==> src/hw/gba_mem_pkg.sv <==
/* regions decode from addr[27:24], bits 31:28 are ignored
   cartridge RAM is always writable, there is no backup-type config */
package gba_mem_pkg;

    //////////////////////////////////////////////////////////////////////
    // request types
    //////////////////////////////////////////////////////////////////////

    // which CPU port owns a request
    typedef enum logic [1:0] {
        NONE     = 2'd0,
        ROM      = 2'd1,
        RAM      = 2'd2,
        DMA_RSVD = 2'd3    // encoding kept, never driven
    } port_t;

    typedef struct packed {
        logic        en;      // instruction fetch valid
        logic [31:0] addr;    // word aligned (ARM) or half-word aligned (thumb)
        logic        thumb;   // 16-bit fetch
    } rom_req_t;

    typedef struct packed {
        logic        cen;
        logic        wen;
        logic [31:0] addr;
        logic [31:0] wdata;
        logic [3:0]  be;
    } ram_req_t;

    // single-cycle side, one request per cycle
    typedef struct packed {
        logic        rd;
        logic        wr;
        port_t       port;
        logic [27:0] addr;
        logic [31:0] wdata;
        logic [3:0]  be;
    } bram_req_t;

    typedef struct packed {
        logic        rd;      // one-cycle strobe
        logic        wr;      // one-cycle strobe
        port_t       port;
        logic [23:0] addr;    // word address, byte addr bits 25:2
        logic [31:0] wdata;
        logic [3:0]  be;
    } sdram_req_t;

    //////////////////////////////////////////////////////////////////////
    // memory map
    //////////////////////////////////////////////////////////////////////

    localparam logic [3:0]  REG_EWRAM      = 4'h2;
    localparam logic [3:0]  REG_IWRAM      = 4'h3;
    localparam logic [3:0]  REG_ROM_FIRST  = 4'h8;   // game pak 8..C
    localparam logic [3:0]  REG_ROM_LAST   = 4'hc;
    localparam logic [3:0]  REG_CART_FIRST = 4'he;   // cart RAM mirrored in E and F
    localparam logic [3:0]  REG_CART_LAST  = 4'hf;

    localparam logic [23:0] SDRAM_EWRAM_BASE = 24'h80_0000;
    localparam logic [23:0] SDRAM_CART_BASE  = 24'h81_0000;
    localparam logic [31:0] POISON_WORD      = 32'hbaad_f00d;   // unmapped bram regions

    // regions served in one cycle by bram or poison
    function automatic logic is_single(input logic [3:0] region);
        case (region)
            4'h0, 4'h3, 4'h4, 4'h5, 4'h6, 4'h7, 4'hd: return 1'b1;
            default:                                 return 1'b0;
        endcase
    endfunction

    function automatic logic is_readonly(input logic [3:0] region);
        return (region == 4'h0) || (region inside {[REG_ROM_FIRST:REG_ROM_LAST]});
    endfunction

    // GBA byte address to SDRAM word address
    function automatic logic [23:0] to_sdram(input logic [27:0] addr);
        logic [3:0] region;
        region = addr[27:24];
        if (region inside {[REG_ROM_FIRST:REG_ROM_LAST]})
            return {1'b0, addr[24:2]};                       // 32MB rom at 0
        if (region == REG_EWRAM)
            return SDRAM_EWRAM_BASE + 24'(addr[17:2]);       // 256KB
        if (region inside {[REG_CART_FIRST:REG_CART_LAST]})
            return SDRAM_CART_BASE + 24'(addr[15:2]);        // 64KB
        return '1;
    endfunction

    // cart RAM sits on an 8-bit bus, so force the single addressed lane
    function automatic logic [3:0] sdram_be(input logic [27:0] addr, input logic [3:0] be);
        if (addr[27:24] inside {[REG_CART_FIRST:REG_CART_LAST]})
            return 4'b0001 << addr[1:0];
        return be;
    endfunction

endpackage

==> src/hw/cpu_rdata_hold.sv <==
`timescale 1ns/1ns
/* outputs update only in MAIN, the cycle after cpu_en; otherwise they hold
   sdram read data must hold per port until that port completes again */
module cpu_rdata_hold (
    input  logic                   clk,
    input  logic                   resetn,
    input  gba_mem_pkg::bram_req_t bram_req,
    input  logic [31:0]            iwram_rdata,
    input  logic [31:0]            sdram_rom_rdata,
    input  logic [31:0]            sdram_ram_rdata,
    input  logic                   rom_en,
    input  logic                   ram_cen,
    input  logic                   state_main,
    input  logic                   double_req,
    output logic [31:0]            rom_data,
    output logic [31:0]            ram_rdata
);
    import gba_mem_pkg::*;

    port_t       bram_port_r;       // last cycle's bram request
    logic        bram_rd_r;
    logic [3:0]  bram_region_r;
    logic        rom_en_r, ram_cen_r;
    logic        state_main_r;
    logic        rom_from_bram;     // rom part of the last access hit bram
    logic [31:0] bram_rdata;
    logic        rom_bram_hit, ram_bram_hit;
    logic [31:0] rom_rdata_new;     // rom word of a double, saved from bram
    logic [31:0] rom_rdata_buf, ram_rdata_buf;

    //////////////////////////////////////////////////////////////////////
    // bram read path
    //////////////////////////////////////////////////////////////////////

    assign bram_rdata   = (bram_region_r == REG_IWRAM) ? iwram_rdata : POISON_WORD;
    assign rom_bram_hit = bram_rd_r & (bram_port_r == ROM);
    assign ram_bram_hit = bram_rd_r & (bram_port_r == RAM);

    always_ff @(posedge clk) begin
        if (!resetn) begin
            bram_port_r   <= NONE;
            bram_rd_r     <= 1'b0;
            rom_en_r      <= 1'b0;
            ram_cen_r     <= 1'b0;
            state_main_r  <= 1'b1;
            rom_from_bram <= 1'b0;
        end else begin
            bram_port_r  <= bram_req.port;
            bram_rd_r    <= bram_req.rd;
            rom_en_r     <= rom_en;
            ram_cen_r    <= ram_cen;
            state_main_r <= state_main;
            if (state_main_r && rom_en_r)         // rom part was issued last cycle
                rom_from_bram <= rom_bram_hit;
        end
    end

    always_ff @(posedge clk) begin
        bram_region_r <= bram_req.addr[27:24];
        if (rom_bram_hit && double_req)           // ram part reuses bram next
            rom_rdata_new <= bram_rdata;
        rom_rdata_buf <= rom_data;
        ram_rdata_buf <= ram_rdata;
    end

    //////////////////////////////////////////////////////////////////////
    // CPU outputs
    //////////////////////////////////////////////////////////////////////

    always_comb begin
        rom_data  = rom_rdata_buf;               // hold by default
        ram_rdata = ram_rdata_buf;
        if (state_main) begin
            if (rom_en_r) begin
                if (double_req)
                    rom_data = rom_from_bram ? rom_rdata_new : sdram_rom_rdata;
                else if (rom_bram_hit)
                    rom_data = bram_rdata;
                else
                    rom_data = sdram_rom_rdata;
            end
            if (ram_cen_r)
                ram_rdata = ram_bram_hit ? bram_rdata : sdram_ram_rdata;
        end
    end

endmodule

==> config.mk <==
export PLATFORM = sky130hd
export DESIGN_NAME = cpu_rdata_hold
export DESIGN_NICKNAME = d
export VERILOG_FILES = /design/src/hw/gba_mem_pkg.sv /design/src/hw/cpu_rdata_hold.sv
export SDC_FILE = /design/constraint.sdc
export NUM_CORES = 1
export LEC_CHECK = 0
export BUFFER_PORTS_ARGS = -buffer_cell sky130_fd_sc_hd__buf_2
export CORE_MARGIN = 8
export CORE_UTILIZATION = 41
export CTS_CLUSTER_DIAMETER = 40
export DETAILED_ROUTE_END_ITERATION = 8
export GPL_TIMING_DRIVEN = 0
export PLACE_DENSITY = 0.77
export SLEW_MARGIN = 20
export SYNTH_ARGS = -nofsm -noshare
export SYNTH_HDL_FRONTEND = slang
export SYNTH_SLANG_ARGS = --single-unit
==> constraint.sdc <==
create_clock -name clk -period 1.8 [get_ports clk]
set_input_delay 0.09 -clock clk [delete_from_list [all_inputs] [get_ports clk]]
set_output_delay 0.09 -clock clk [all_outputs]
set_load 0.02 [all_outputs]
==> flow_summary_export.csv <==
group,metric,value,unit
status,status,"finished, violations left",
status,failed_checks,"negative setup slack",
grt,antenna_found_initial,1,
setup_path,crit_path_top_delay_cell,"dfxtp_2",
cells_and_area,final_design_area_no_fill,7807,sq um
place,dpl_worst_slack,-0.1799,ns
setup_path,crit_type,"reg -> out",
detailed_routing,vias_per_cell,5.697,
sta,slew_violations,0,
setup_path,cp-end-kind,"output port",
pwr,comb_power_share,33.4,%
place,gp_congestion,0.8788,
sta,finClkSkew,0.01407,ns
synthesis,synth.distinct_cells,34,
setup_path,path_cells,"and2_1 > buf_4 > clkbuf_4 > a2bb2oi_1 > o221a_4 > buf_6",
detailed_routing,ant_nets,0,
cells_and_area,drive_gt1_share,54.68,%
detailed_routing,vias,4637,
cells_and_area,final_util,71.71,%
pwr,p_int,4561,uW
sta,finalHoldViolations,0,
detailed_routing,drtIter0Drc,345,
pwr,power,6615,uW
cells_and_area,syn2layout_area_growth,70.21,%
sta,rsz0062_at_grt,"yes",
place,placed_area,5624,sq um
cells_and_area,multi_input_area,2703,sq um
synthesis,synth_area,4587,sq um
grt,grt_pass1_wl,25780,um
clocking,numCtsBuffers,9,
pwr,p_switching,2054,uW
synthesis,syn_nets,595,
floorplan,fp.coreArea,10890,sq um
synthesis,syn_inst,425,
pwr,powerDensity,847.3,nW/um^2
synthesis,synth.avg_cell_area,10.79,sq um
sta,tightest_slew,0.8296,ns
pwr,clkPwrFrac,23.4,%
clocking,clockBufferDepth,2,
cells_and_area,nNetsFinal,838,
detailed_routing,drt_first_pass_iters,5,
setup_path,cp_data_required_time,1.71,ns
synthesis,synth_flop_cell,"dfxtp_1",
sta,slew_headroom,44.70,%
grt,grt_max_degree,33,
pwr,p_leak,0.003132,uW
clocking,clock-sinks,107,
place,hpwl,11580,um
sta,max_freq,474.5,MHz
setup_path,cp_data_arrival_time,2.02,ns
pwr,switching_share,31.06,%
flow_run,cap_violations,0,
sta,setup_viol_count_final,63,
clocking,root_buffer,"clkbuf_8",
grt,overflow,0,
grt,first_global_vias,4899,
synthesis,ys.warnings.count,0,
floorplan,die-area,14830,sq um
synthesis,ys_seq_area_share,53.68,%
hold_path,hold_path_class,"in -> reg",
clocking,clock_latency,0.37,ns
clocking,path_clk_slew,0.11,ns
pwr,sequentialPowerShare,43.2,%
cells_and_area,regArea,2469,sq um
sta,period_share,117.1,%
detailed_routing,remaining_drc_errors,0,
floorplan,core.rowCount,38,
sta,holdWs,0.02534,ns
floorplan,io_pins,234,
clocking,cts_tree,"built",
synthesis,ys_ff_latch,107,
place,numPortBuffers,172,
synthesis,synth-edff-count,32,
setup_path,critPathMaxStageDelay,0.44,ns
cells_and_area,fillCellCount,717,
detailed_routing,wl_per_cell,23.09,um
floorplan,fp.dieW,121.8,um
detailed_routing,wl,18800,um
clocking,h-tree-depth,3,
synthesis,async_reset_ff_share,0,%
sta,fin_ws,-0.3075,ns
floorplan,start_util,42.13,%
floorplan,die_y,121.8,um
setup_path,cp-start-kind,"register",
pwr,vdd_ir_drop_max,0.6347,mV
sta,min_period,2.108,ns
grt,grt_usage,22.20,%
setup_path,cp_max_fo,10,
-- path summary, 6_finish.rpt --
path                          start                 to  slack, ns  cells past startpoint
setup / recovery           rom_en_r       rom_data[16]      -0.31                      6
setup reg to reg          bram_rd_r  ram_rdata_buf[26]          0                     11
hold / removal      iwram_rdata[11]  ram_rdata_buf[11]       0.03                      3
hold reg to reg   ram_rdata_buf[12]  ram_rdata_buf[12]       0.47                      2
-- state kept, by name, indices dropped and copies added, names as in the netlist --
name / count
rom_en_r: 1
ram_rdata_buf: 32
rom_rdata_new: 32
rom_from_bram: 1
bram_region_r: 4
rom_rdata_buf: 32
ram_cen_r: 1
state_main_r: 1
bram_rd_r: 1
bram_port_r: 2
-- per-layer routing --
metal  global-route usage, %  share of wire, %  vias to the layer above  wire [um]
li1                        -                 -                     2086          -
met1                   26.15                38                     2289       7137
met3                   4.674               6.2                       56       1159
met5                       0                 0                        -          0
met4                   10.10               3.9                        0        732
met2                   38.03                52                      206       9766
-- cell families (layout without fill, tap and decap cells) --
logic type	after synthesis	count (layout)	synth area share, %
and+or+nand+nor	121	121	14.81
DFF	107	107	53.68
AOI/OAI and AO/OA	129	129	20.70
other	0	1	0
buffers and inverters	36	284	3.819
muxes	32	32	6.983
-- timing repair --
item	4_1_cts	5_1_grt
buffers inserted	22	19
endpoints found under the hold margin	13	0
hold buffers	16	0
endpoints found under the setup margin	67	96
cloned	3	4
pin swaps	49	48
resized for setup	224	164
-- power groups by stage --
stage	registers, uW	clock network [uW]	logic, uW
2_1_floorplan	2870	0	855
3_3_place_gp	2880	0	1350
3_5_place_dp	2890	0	1390
4_1_cts	2840	1550	1900
5_1_grt	2870	1670	2300
6_report	2860	1550	2210
-- layout by cell type (no fill, tap or decap), types with 8 or more instances in the layout --
| cell | n |
|---|---|
| buf_2 | 111 |
| buf_6 | 78 |
| dfxtp_1 | 70 |
| buf_4 | 34 |
| mux2i_1 | 32 |
| edfxtp_1 | 32 |
| o21ai_2 | 23 |
| and2_1 | 22 |
| nand2_1 | 20 |
| nand2b_1 | 18 |
| a2bb2oi_1 | 17 |
| dlygate4sd3_1 | 16 |
| o2bb2ai_1 | 15 |
| a221o_1 | 15 |
| nand3_4 | 15 |
| nor2_1 | 15 |
| o221a_4 | 14 |
| clkbuf_8 | 14 |
| a21oi_4 | 14 |
| a21oi_1 | 9 |
| nor3_2 | 9 |
| o21ai_4 | 9 |
| nor3_1 | 8 |
-- critical path, delay by kind of cell, from the launching register on --
family | cells | cell delay [ns]
AOI/OAI and AO/OA | 2 | 0.50
buffers and inverters | 3 | 0.55
DFF | 1 | 0.44
and+or+nand+nor | 1 | 0.16
-- synth_stat cells (2+ instances only) --
library cell	count	area, sq um
o221a_1	10	112.6
buf_2	11	55.05
nor2_1	15	56.30
mux2i_1	32	320.3
nand2_1	20	75.07
nand2b_1	18	112.6
buf_6	3	33.78
o21ai_0	33	165.2
nor3_1	17	85.08
clkbuf_1	20	75.07
edfxtp_1	32	960.9
a21oi_1	30	150.1
a2bb2oi_1	17	148.9
o2bb2ai_1	15	131.4
a221o_1	15	150.1
o221a_2	7	78.83
nand3_1	17	85.08
and2_1	22	137.6
and3b_1	2	17.52
dfxtp_1	75	1501
-- final cells by class --
| cell class | count | share of cell area [%] |
|---|---|---|
| multi-input combinational | 282 | 34.62 |
| sequential | 107 | 31.62 |
| timing repair buffer | 234 | 24.12 |
| buffer | 34 | 4.631 |
| tap | 140 | 2.244 |
| clock buffer | 11 | 2.228 |
| clock inverter | 5 | 0.5128 |
| antenna | 1 | 0.03205 |
-- per-stage QoR --
| stage | TNS, ns | std cells |
|---|---|---|
| 2_1_floorplan | 0 | 425 |
| 3_3_place_gp | -1.324 | 737 |
| 3_5_place_dp | -2.532 | 737 |
| 4_1_cts | -10.22 | 793 |
| 5_1_grt | -17.87 | 814 |
| 6_report | -12.54 | 814 |
(Power assumes the default switching activity.)
