[src/hw/gba_mem_pkg.sv]
/* regions decode from addr[27:24], bits 31:28 are ignored
   cartridge RAM is always writable, there is no backup-type config */
package gba_mem_pkg;

    //////////////////////////////////////////////////////////////////////
    // request types
    //////////////////////////////////////////////////////////////////////

    // which CPU port owns a request
    typedef enum logic [1:0] {
        NONE     = 2'd0,
        ROM      = 2'd1,
        RAM      = 2'd2,
        DMA_RSVD = 2'd3    // encoding kept, never driven
    } port_t;

    typedef struct packed {
        logic        en;      // instruction fetch valid
        logic [31:0] addr;    // word aligned (ARM) or half-word aligned (thumb)
        logic        thumb;   // 16-bit fetch
    } rom_req_t;

    typedef struct packed {
        logic        cen;
        logic        wen;
        logic [31:0] addr;
        logic [31:0] wdata;
        logic [3:0]  be;
    } ram_req_t;

    // single-cycle side, one request per cycle
    typedef struct packed {
        logic        rd;
        logic        wr;
        port_t       port;
        logic [27:0] addr;
        logic [31:0] wdata;
        logic [3:0]  be;
    } bram_req_t;

    typedef struct packed {
        logic        rd;      // one-cycle strobe
        logic        wr;      // one-cycle strobe
        port_t       port;
        logic [23:0] addr;    // word address, byte addr bits 25:2
        logic [31:0] wdata;
        logic [3:0]  be;
    } sdram_req_t;

    //////////////////////////////////////////////////////////////////////
    // memory map
    //////////////////////////////////////////////////////////////////////

    localparam logic [3:0]  REG_EWRAM      = 4'h2;
    localparam logic [3:0]  REG_IWRAM      = 4'h3;
    localparam logic [3:0]  REG_ROM_FIRST  = 4'h8;   // game pak 8..C
    localparam logic [3:0]  REG_ROM_LAST   = 4'hc;
    localparam logic [3:0]  REG_CART_FIRST = 4'he;   // cart RAM mirrored in E and F
    localparam logic [3:0]  REG_CART_LAST  = 4'hf;

    localparam logic [23:0] SDRAM_EWRAM_BASE = 24'h80_0000;
    localparam logic [23:0] SDRAM_CART_BASE  = 24'h81_0000;
    localparam logic [31:0] POISON_WORD      = 32'hbaad_f00d;   // unmapped bram regions

    // regions served in one cycle by bram or poison
    function automatic logic is_single(input logic [3:0] region);
        case (region)
            4'h0, 4'h3, 4'h4, 4'h5, 4'h6, 4'h7, 4'hd: return 1'b1;
            default:                                 return 1'b0;
        endcase
    endfunction

    function automatic logic is_readonly(input logic [3:0] region);
        return (region == 4'h0) || (region inside {[REG_ROM_FIRST:REG_ROM_LAST]});
    endfunction

    // GBA byte address to SDRAM word address
    function automatic logic [23:0] to_sdram(input logic [27:0] addr);
        logic [3:0] region;
        region = addr[27:24];
        if (region inside {[REG_ROM_FIRST:REG_ROM_LAST]})
            return {1'b0, addr[24:2]};                       // 32MB rom at 0
        if (region == REG_EWRAM)
            return SDRAM_EWRAM_BASE + 24'(addr[17:2]);       // 256KB
        if (region inside {[REG_CART_FIRST:REG_CART_LAST]})
            return SDRAM_CART_BASE + 24'(addr[15:2]);        // 64KB
        return '1;
    endfunction

    // cart RAM sits on an 8-bit bus, so force the single addressed lane
    function automatic logic [3:0] sdram_be(input logic [27:0] addr, input logic [3:0] be);
        if (addr[27:24] inside {[REG_CART_FIRST:REG_CART_LAST]})
            return 4'b0001 << addr[1:0];
        return be;
    endfunction

endpackage

[src/hw/mem_sequencer.sv]
`timescale 1ns/1ns
/* rom+ram double request runs ROM first, then RAM; SDRAM waits are unbounded
   sdram rd/wr are single-cycle strobes, addr and port stay put while waiting */
module mem_sequencer (
    input  logic                    clk,
    input  logic                    resetn,
    input  gba_mem_pkg::rom_req_t   rom_req,
    input  gba_mem_pkg::ram_req_t   ram_req,
    input  logic                    sdram_ready,
    output gba_mem_pkg::sdram_req_t sdram_req,
    output gba_mem_pkg::bram_req_t  bram_req,
    output logic                    cpu_en,
    output logic                    state_main,
    output logic                    double_req
);
    import gba_mem_pkg::*;

    typedef enum logic [2:0] {
        MAIN,        // idle, or comb logic drives the first request
        REQ1_WAIT,   // first request in sdram, wait for ready
        REQ2_BRAM,   // second (ram) request on bram
        REQ2_START,  // second request strobed to sdram
        REQ2_WAIT    // second request waits for ready
    } state_t;

    localparam bram_req_t  BRAM_IDLE  = '0;
    localparam sdram_req_t SDRAM_IDLE = '0;

    state_t     state;
    bram_req_t  bram_buf;                  // buffered second request
    sdram_req_t sdram_buf;                 // request in flight

    logic       rom_single, ram_single;    // served in one cycle
    logic       both;                      // double request
    logic       first_bram, first_sdram;   // where the first part goes
    logic       req1_done;                 // first part finishes this cycle
    bram_req_t  rom_bram, ram_bram;
    sdram_req_t rom_sdram, ram_sdram;

    //////////////////////////////////////////////////////////////////////
    // request decode
    //////////////////////////////////////////////////////////////////////

    assign rom_single  = is_single(rom_req.addr[27:24]);
    assign ram_single  = is_single(ram_req.addr[27:24]);
    assign both        = rom_req.en & ram_req.cen;
    // rom always wins the first slot
    assign first_bram  = rom_req.en ? rom_single : (ram_req.cen & ram_single);
    assign first_sdram = rom_req.en ? ~rom_single : (ram_req.cen & ~ram_single);
    assign req1_done   = (state == MAIN) ? first_bram : ((state == REQ1_WAIT) & sdram_ready);

    always_comb begin
        rom_bram       = BRAM_IDLE;     // fetch is always a full word read
        rom_bram.rd    = 1'b1;
        rom_bram.port  = ROM;
        rom_bram.addr  = rom_req.addr[27:0];
        rom_bram.be    = 4'b1111;

        ram_bram       = BRAM_IDLE;
        ram_bram.rd    = ~ram_req.wen;
        ram_bram.wr    = ram_req.wen;
        ram_bram.port  = RAM;
        ram_bram.addr  = ram_req.addr[27:0];
        ram_bram.wdata = ram_req.wdata;
        ram_bram.be    = ram_req.be;

        rom_sdram      = SDRAM_IDLE;
        rom_sdram.rd   = 1'b1;
        rom_sdram.port = ROM;
        rom_sdram.addr = to_sdram(rom_req.addr[27:0]);
        if (rom_req.thumb)
            rom_sdram.be = rom_req.addr[1] ? 4'b1100 : 4'b0011;   // upper or lower half
        else
            rom_sdram.be = 4'b1111;

        // writes to rom space turn into reads
        ram_sdram       = SDRAM_IDLE;
        ram_sdram.rd    = ~ram_req.wen | is_readonly(ram_req.addr[27:24]);
        ram_sdram.wr    = ram_req.wen & ~is_readonly(ram_req.addr[27:24]);
        ram_sdram.port  = RAM;
        ram_sdram.addr  = to_sdram(ram_req.addr[27:0]);
        ram_sdram.wdata = ram_req.wdata;
        ram_sdram.be    = sdram_be(ram_req.addr[27:0], ram_req.be);
    end

    //////////////////////////////////////////////////////////////////////
    // request outputs
    //////////////////////////////////////////////////////////////////////

    always_comb begin
        bram_req     = BRAM_IDLE;
        sdram_req    = sdram_buf;    // keep addr and port while waiting
        sdram_req.rd = 1'b0;
        sdram_req.wr = 1'b0;
        case (state)
            MAIN: begin
                if (first_bram)
                    bram_req = rom_req.en ? rom_bram : ram_bram;
                if (first_sdram)
                    sdram_req = rom_req.en ? rom_sdram : ram_sdram;   // strobe in cycle 0
            end
            REQ2_BRAM:  bram_req  = bram_buf;
            REQ2_START: sdram_req = sdram_buf;
            default: ;
        endcase
    end

    //////////////////////////////////////////////////////////////////////
    // state machine
    //////////////////////////////////////////////////////////////////////

    always_ff @(posedge clk) begin
        if (!resetn) begin
            state      <= MAIN;
            double_req <= 1'b0;
        end else begin
            case (state)
                MAIN, REQ1_WAIT: begin
                    if (req1_done) begin
                        double_req <= both;
                        if (!both)
                            state <= MAIN;
                        else if (ram_single)
                            state <= REQ2_BRAM;
                        else
                            state <= REQ2_START;
                    end else if (state == MAIN && first_sdram) begin
                        state <= REQ1_WAIT;        // no start state, strobe went out already
                    end
                end
                REQ2_BRAM:  state <= MAIN;
                REQ2_START: state <= REQ2_WAIT;
                REQ2_WAIT: begin
                    if (sdram_ready)
                        state <= MAIN;
                end
                default:    state <= MAIN;
            endcase
        end
    end

    always_ff @(posedge clk) begin
        if (state == MAIN && first_sdram)
            sdram_buf <= rom_req.en ? rom_sdram : ram_sdram;
        if (req1_done && both) begin       // park the ram part for later
            bram_buf <= ram_bram;
            if (!ram_single)
                sdram_buf <= ram_sdram;
        end
    end

    // ready for the whole access, rom-only/ram-only/double
    always_comb begin
        case ({rom_req.en, ram_req.cen})
            2'b00:   cpu_en = 1'b1;
            2'b10:   cpu_en = (state == MAIN) ? rom_single : sdram_ready;
            2'b01:   cpu_en = (state == MAIN) ? ram_single : sdram_ready;
            default: cpu_en = (state == REQ2_BRAM) | ((state == REQ2_WAIT) & sdram_ready);
        endcase
    end

    assign state_main = (state == MAIN);

    a_sdram_one_strobe: assert property (@(posedge clk) disable iff (!resetn)
        !(sdram_req.rd && sdram_req.wr))
        else $error("sdram rd and wr strobed together");

    a_req2_bram_one_cycle: assert property (@(posedge clk) disable iff (!resetn)
        (state == REQ2_BRAM) |=> (state == MAIN))
        else $error("REQ2_BRAM did not return to MAIN");

    a_bram_one_op: assert property (@(posedge clk) disable iff (!resetn)
        !(bram_req.rd && bram_req.wr))
        else $error("bram rd and wr together");

endmodule

[config.mk]
export PLATFORM = sky130hd
export DESIGN_NAME = mem_sequencer
export DESIGN_NICKNAME = d
export VERILOG_FILES = /design/src/hw/gba_mem_pkg.sv /design/src/hw/mem_sequencer.sv
export SDC_FILE = /design/constraint.sdc
export NUM_CORES = 1
export LEC_CHECK = 0
export BUFFER_PORTS_ARGS = -buffer_cell sky130_fd_sc_hd__buf_2
export CAP_MARGIN = 20
export CORE_UTILIZATION = 46
export CTS_CLUSTER_DIAMETER = 80
export DETAILED_ROUTE_END_ITERATION = 6
export GPL_ROUTABILITY_DRIVEN = 0
export PLACE_DENSITY = 0.83
export SYNTH_ARGS = -nofsm -noshare
export SYNTH_HDL_FRONTEND = slang
export SYNTH_SLANG_ARGS = --single-unit
[constraint.sdc]
create_clock -name clk -period 8.15 [get_ports clk]
set_clock_uncertainty 0.1 [all_clocks]
set_input_delay 0.4075 -clock clk [delete_from_list [all_inputs] [get_ports clk]]
set_output_delay 0.4075 -clock clk [all_outputs]
set_load 0.05 [all_outputs]
==> metrics.cfg <==
[cells_and_area]
area_delta_synth_final_pct = 27.1
drive_gt1_share_pct = 31.1
num_antenna_cells = 0
stdcell_count = 1214
multi_input_area_mm2 = 0.00337
fillers = 1256
fin_nets = 1124
seqCellArea_mm2 = 0.00334
fin_area_mm2 = 0.00900

[critical_path]
worstSetupPathType = register to primary output
crit_required_ps = 7640
crit_path_start_kind = register
crit_path_top_delay_cell = a21oi_2
crit_chain = nor3_1 > nand3_1 > and3b_1 > buf_4 > a21oi_2 > buf_4 > a2bb2oi_1 > nor3_1 > buf_2
critPathCaptureType = primary output
critPathMaxStageDelay_ps = 750
critPathArrivalTime_ps = 3540
crit_path_max_fanout = 35

[floorplan]
chipWidth_um = 126
die_h_um = 126
ios = 242
initial_core_util_pct = 48.0
placementRows = 44
die_area_mm2 = 0.0159
coreArea_mm2 = 0.0148

[clock_tree]
hold_buffers = 0
postCtsSetupBuffers = 0
cts.clk_slew.worst_paths_ps = 60
cts.sinks = 134
cts.path.max_buffers = 2
numCtsBuffers = 17
cts_resized = 0
clk_latency_ps = 410
cts_root_buf = clkbuf_16
cts_tree = done
htreeDepth = 4

[timing]
tightest_slew_ps = 974
fin_crit_sh_pct = 49.6
report.final.slew_viol_count = 0
slew-limit-headroom_pct = 35.1
rsz0062_at_grt = no
setup_viol = 0
finalCriticalPeriod_ps = 4040
hold_viol = 0
final.setup.tns_ps = 0
clock.fmax_mhz = 247

[pwr]
ir_worst_vdd_mv = 0.187
power.density_mw_per_mm2 = 281
swShare_pct = 38.1
p_leak_nw = 4.00
switchingPower_w = 0.000961
clockPowerShare_pct = 33.5
internal_power_w = 0.00156
seqPwrFrac_pct = 33.2
power_frac_comb_pct = 33.3

[synthesis]
yosys.area.top_type = edfxtp_1
syn_inst = 812
yosysWarnings = 0
netlist_area_mm2 = 0.00709
synth-seq-cells = 134
synth.most_common_cell = nand2_1
syn_area_per_cell_um2 = 8.73
synth_edf_count = 66
synth_cell_types = 57
async_reset_ff_share_pct = 0
synthFlopType = dfxtp_1
yosys-top-cells-count = nand2_1, o21ai_0, dfxtp_1, edfxtp_1, clkbuf_1
synth_area_leaders = edfxtp_1, dfxtp_1, nand2_1
synth_nets = 919
yosysSeqAreaShare_pct = 47.2
yosysTopAreaCellShare_pct = 28.0

[placed_design]
portBuffers = 233
dp_cells = 1180
dp_hpwl_um = 13700
placed_area_mm2 = 0.00832

[route]
routed_wl_um = 20300
drcViolationCount = 0
dr_total_vias = 6854
firstDrtPassIters = 5
vias_per_cell = 5.65
wl_per_cell_um = 16.8
drtIter0Drc = 533
ant_nets = 0

[flow_run]
timing.max_cap.violations = 0

[global_route]
track_usage_pct = 25.5
grt_start_max_net_pins = 70
grt_pass1_wl_um = 31900
grt_overflow_total = 0
grt_pass1_vias = 6244
antenna_found_initial = 1

[min_path]
hp-class = input pin to register

[run_status]
status = finished, final reports clean

==> worst max-delay path, delay by kind of cell (launching register included) <==
| family | cells | cell delay, ps |
|---|---|---|
| buf+inv | 3 | 850 |
| simple gates | 4 | 690 |
| compound gates | 2 | 940 |
| flops | 1 | 630 |
==> power groups by stage <==
| stage | logic [W] | registers (W) | clock network [W] |
|---|---|---|---|
| floorplan | 0.000637 | 0.000844 | 0 |
| global placement | 0.000824 | 0.000847 | 0 |
| detailed placement | 0.000834 | 0.000852 | 0 |
| CTS | 0.000837 | 0.000838 | 0.000857 |
| global route | 0.000894 | 0.000846 | 0.000886 |
| finish | 0.000841 | 0.000838 | 0.000847 |
==> sequential cells by signal, indices dropped and copies added, names as in the netlist <==
| signal | flops |
|---|---|
| sdram_buf | 64 |
| double_req | 1 |
| bram_buf | 66 |
| state | 3 |
==> kinds of logic (layout without fill, tap and decap cells) <==
group	count (synthesis)	after routing	share of synthesized area, %
AO/OA/AOI/OAI	246	246	22.1
buffers and inverters	93	311	5.79
flip-flops	134	134	47.2
multiplexers	47	47	6.90
AND/OR/NAND/NOR	292	292	18.0
==> placed cells by master (no fill, tap or decap), drive strengths merged, types with 4 or more instances in the layout <==
cell type    n
buf        247
a211oi       4
nor2        31
bufinv       5
a2bb2oi      4
a21o         4
nand2      192
clkinv       5
clkbuf      18
mux2        15
o21ai      108
a22oi        7
nor3        23
dfxtp       68
nand2b      11
a22o        34
a21oi       41
inv         35
o21a         5
o22ai       18
edfxtp      66
nor2b        7
mux2i       32
nand3        8
==> routing by layer <==
| metal | share of wire (%) | vias to the layer above | GRT usage, % |
|---|---|---|---|
| met2 | 47 | 299 | 42.3 |
| met5 | 0 | - | 0 |
| met1 | 43 | 3231 | 32.1 |
| met3 | 8.5 | 24 | 7.18 |
| met4 | 1.6 | 0 | 7.80 |
| li1 | - | 3300 | - |
==> final timing paths <==
| kind | startpoint | to | slack, ps | cells past startpoint |
|---|---|---|---|---|
| setup / recovery | state[0]$_SDFFE_PN0P_ | bram_req[3] | 4110 | 9 |
| hold / removal | ram_req[56] | bram_buf[56]$_DFFE_PN_ | 100 | 1 |
| setup reg to reg | state[0]$_SDFFE_PN0P_ | sdram_buf[1]$_DFF_P_ | 5220 | 7 |
| hold reg to reg | sdram_buf[33]$_DFF_P_ | sdram_buf[33]$_DFF_P_ | 350 | 2 |
==> per-stage QoR <==
stage                     hold slack, ps  power (W)  setup slack (ps)  util [%]
final                               98.2    0.00253              4110      61.0
after global routing                85.2    0.00263              3820      61.0
after CTS                           78.5    0.00253              4140      60.8
after detailed placement             345    0.00169              4230      56.4
after global placement               336    0.00167              4330      56.4
after floorplan                      329    0.00148              3140         -
==> layout make-up <==
cell class / instances / area share, %
clock buffers: 18 / 4.77
flip-flops and latches: 134 / 37.1
inverters: 32 / 1.33
multi-input cells: 585 / 37.4
repair buffers: 247 / 14.4
clock inverters: 14 / 2.45
well taps: 184 / 2.56
(Power assumes the default switching activity.)
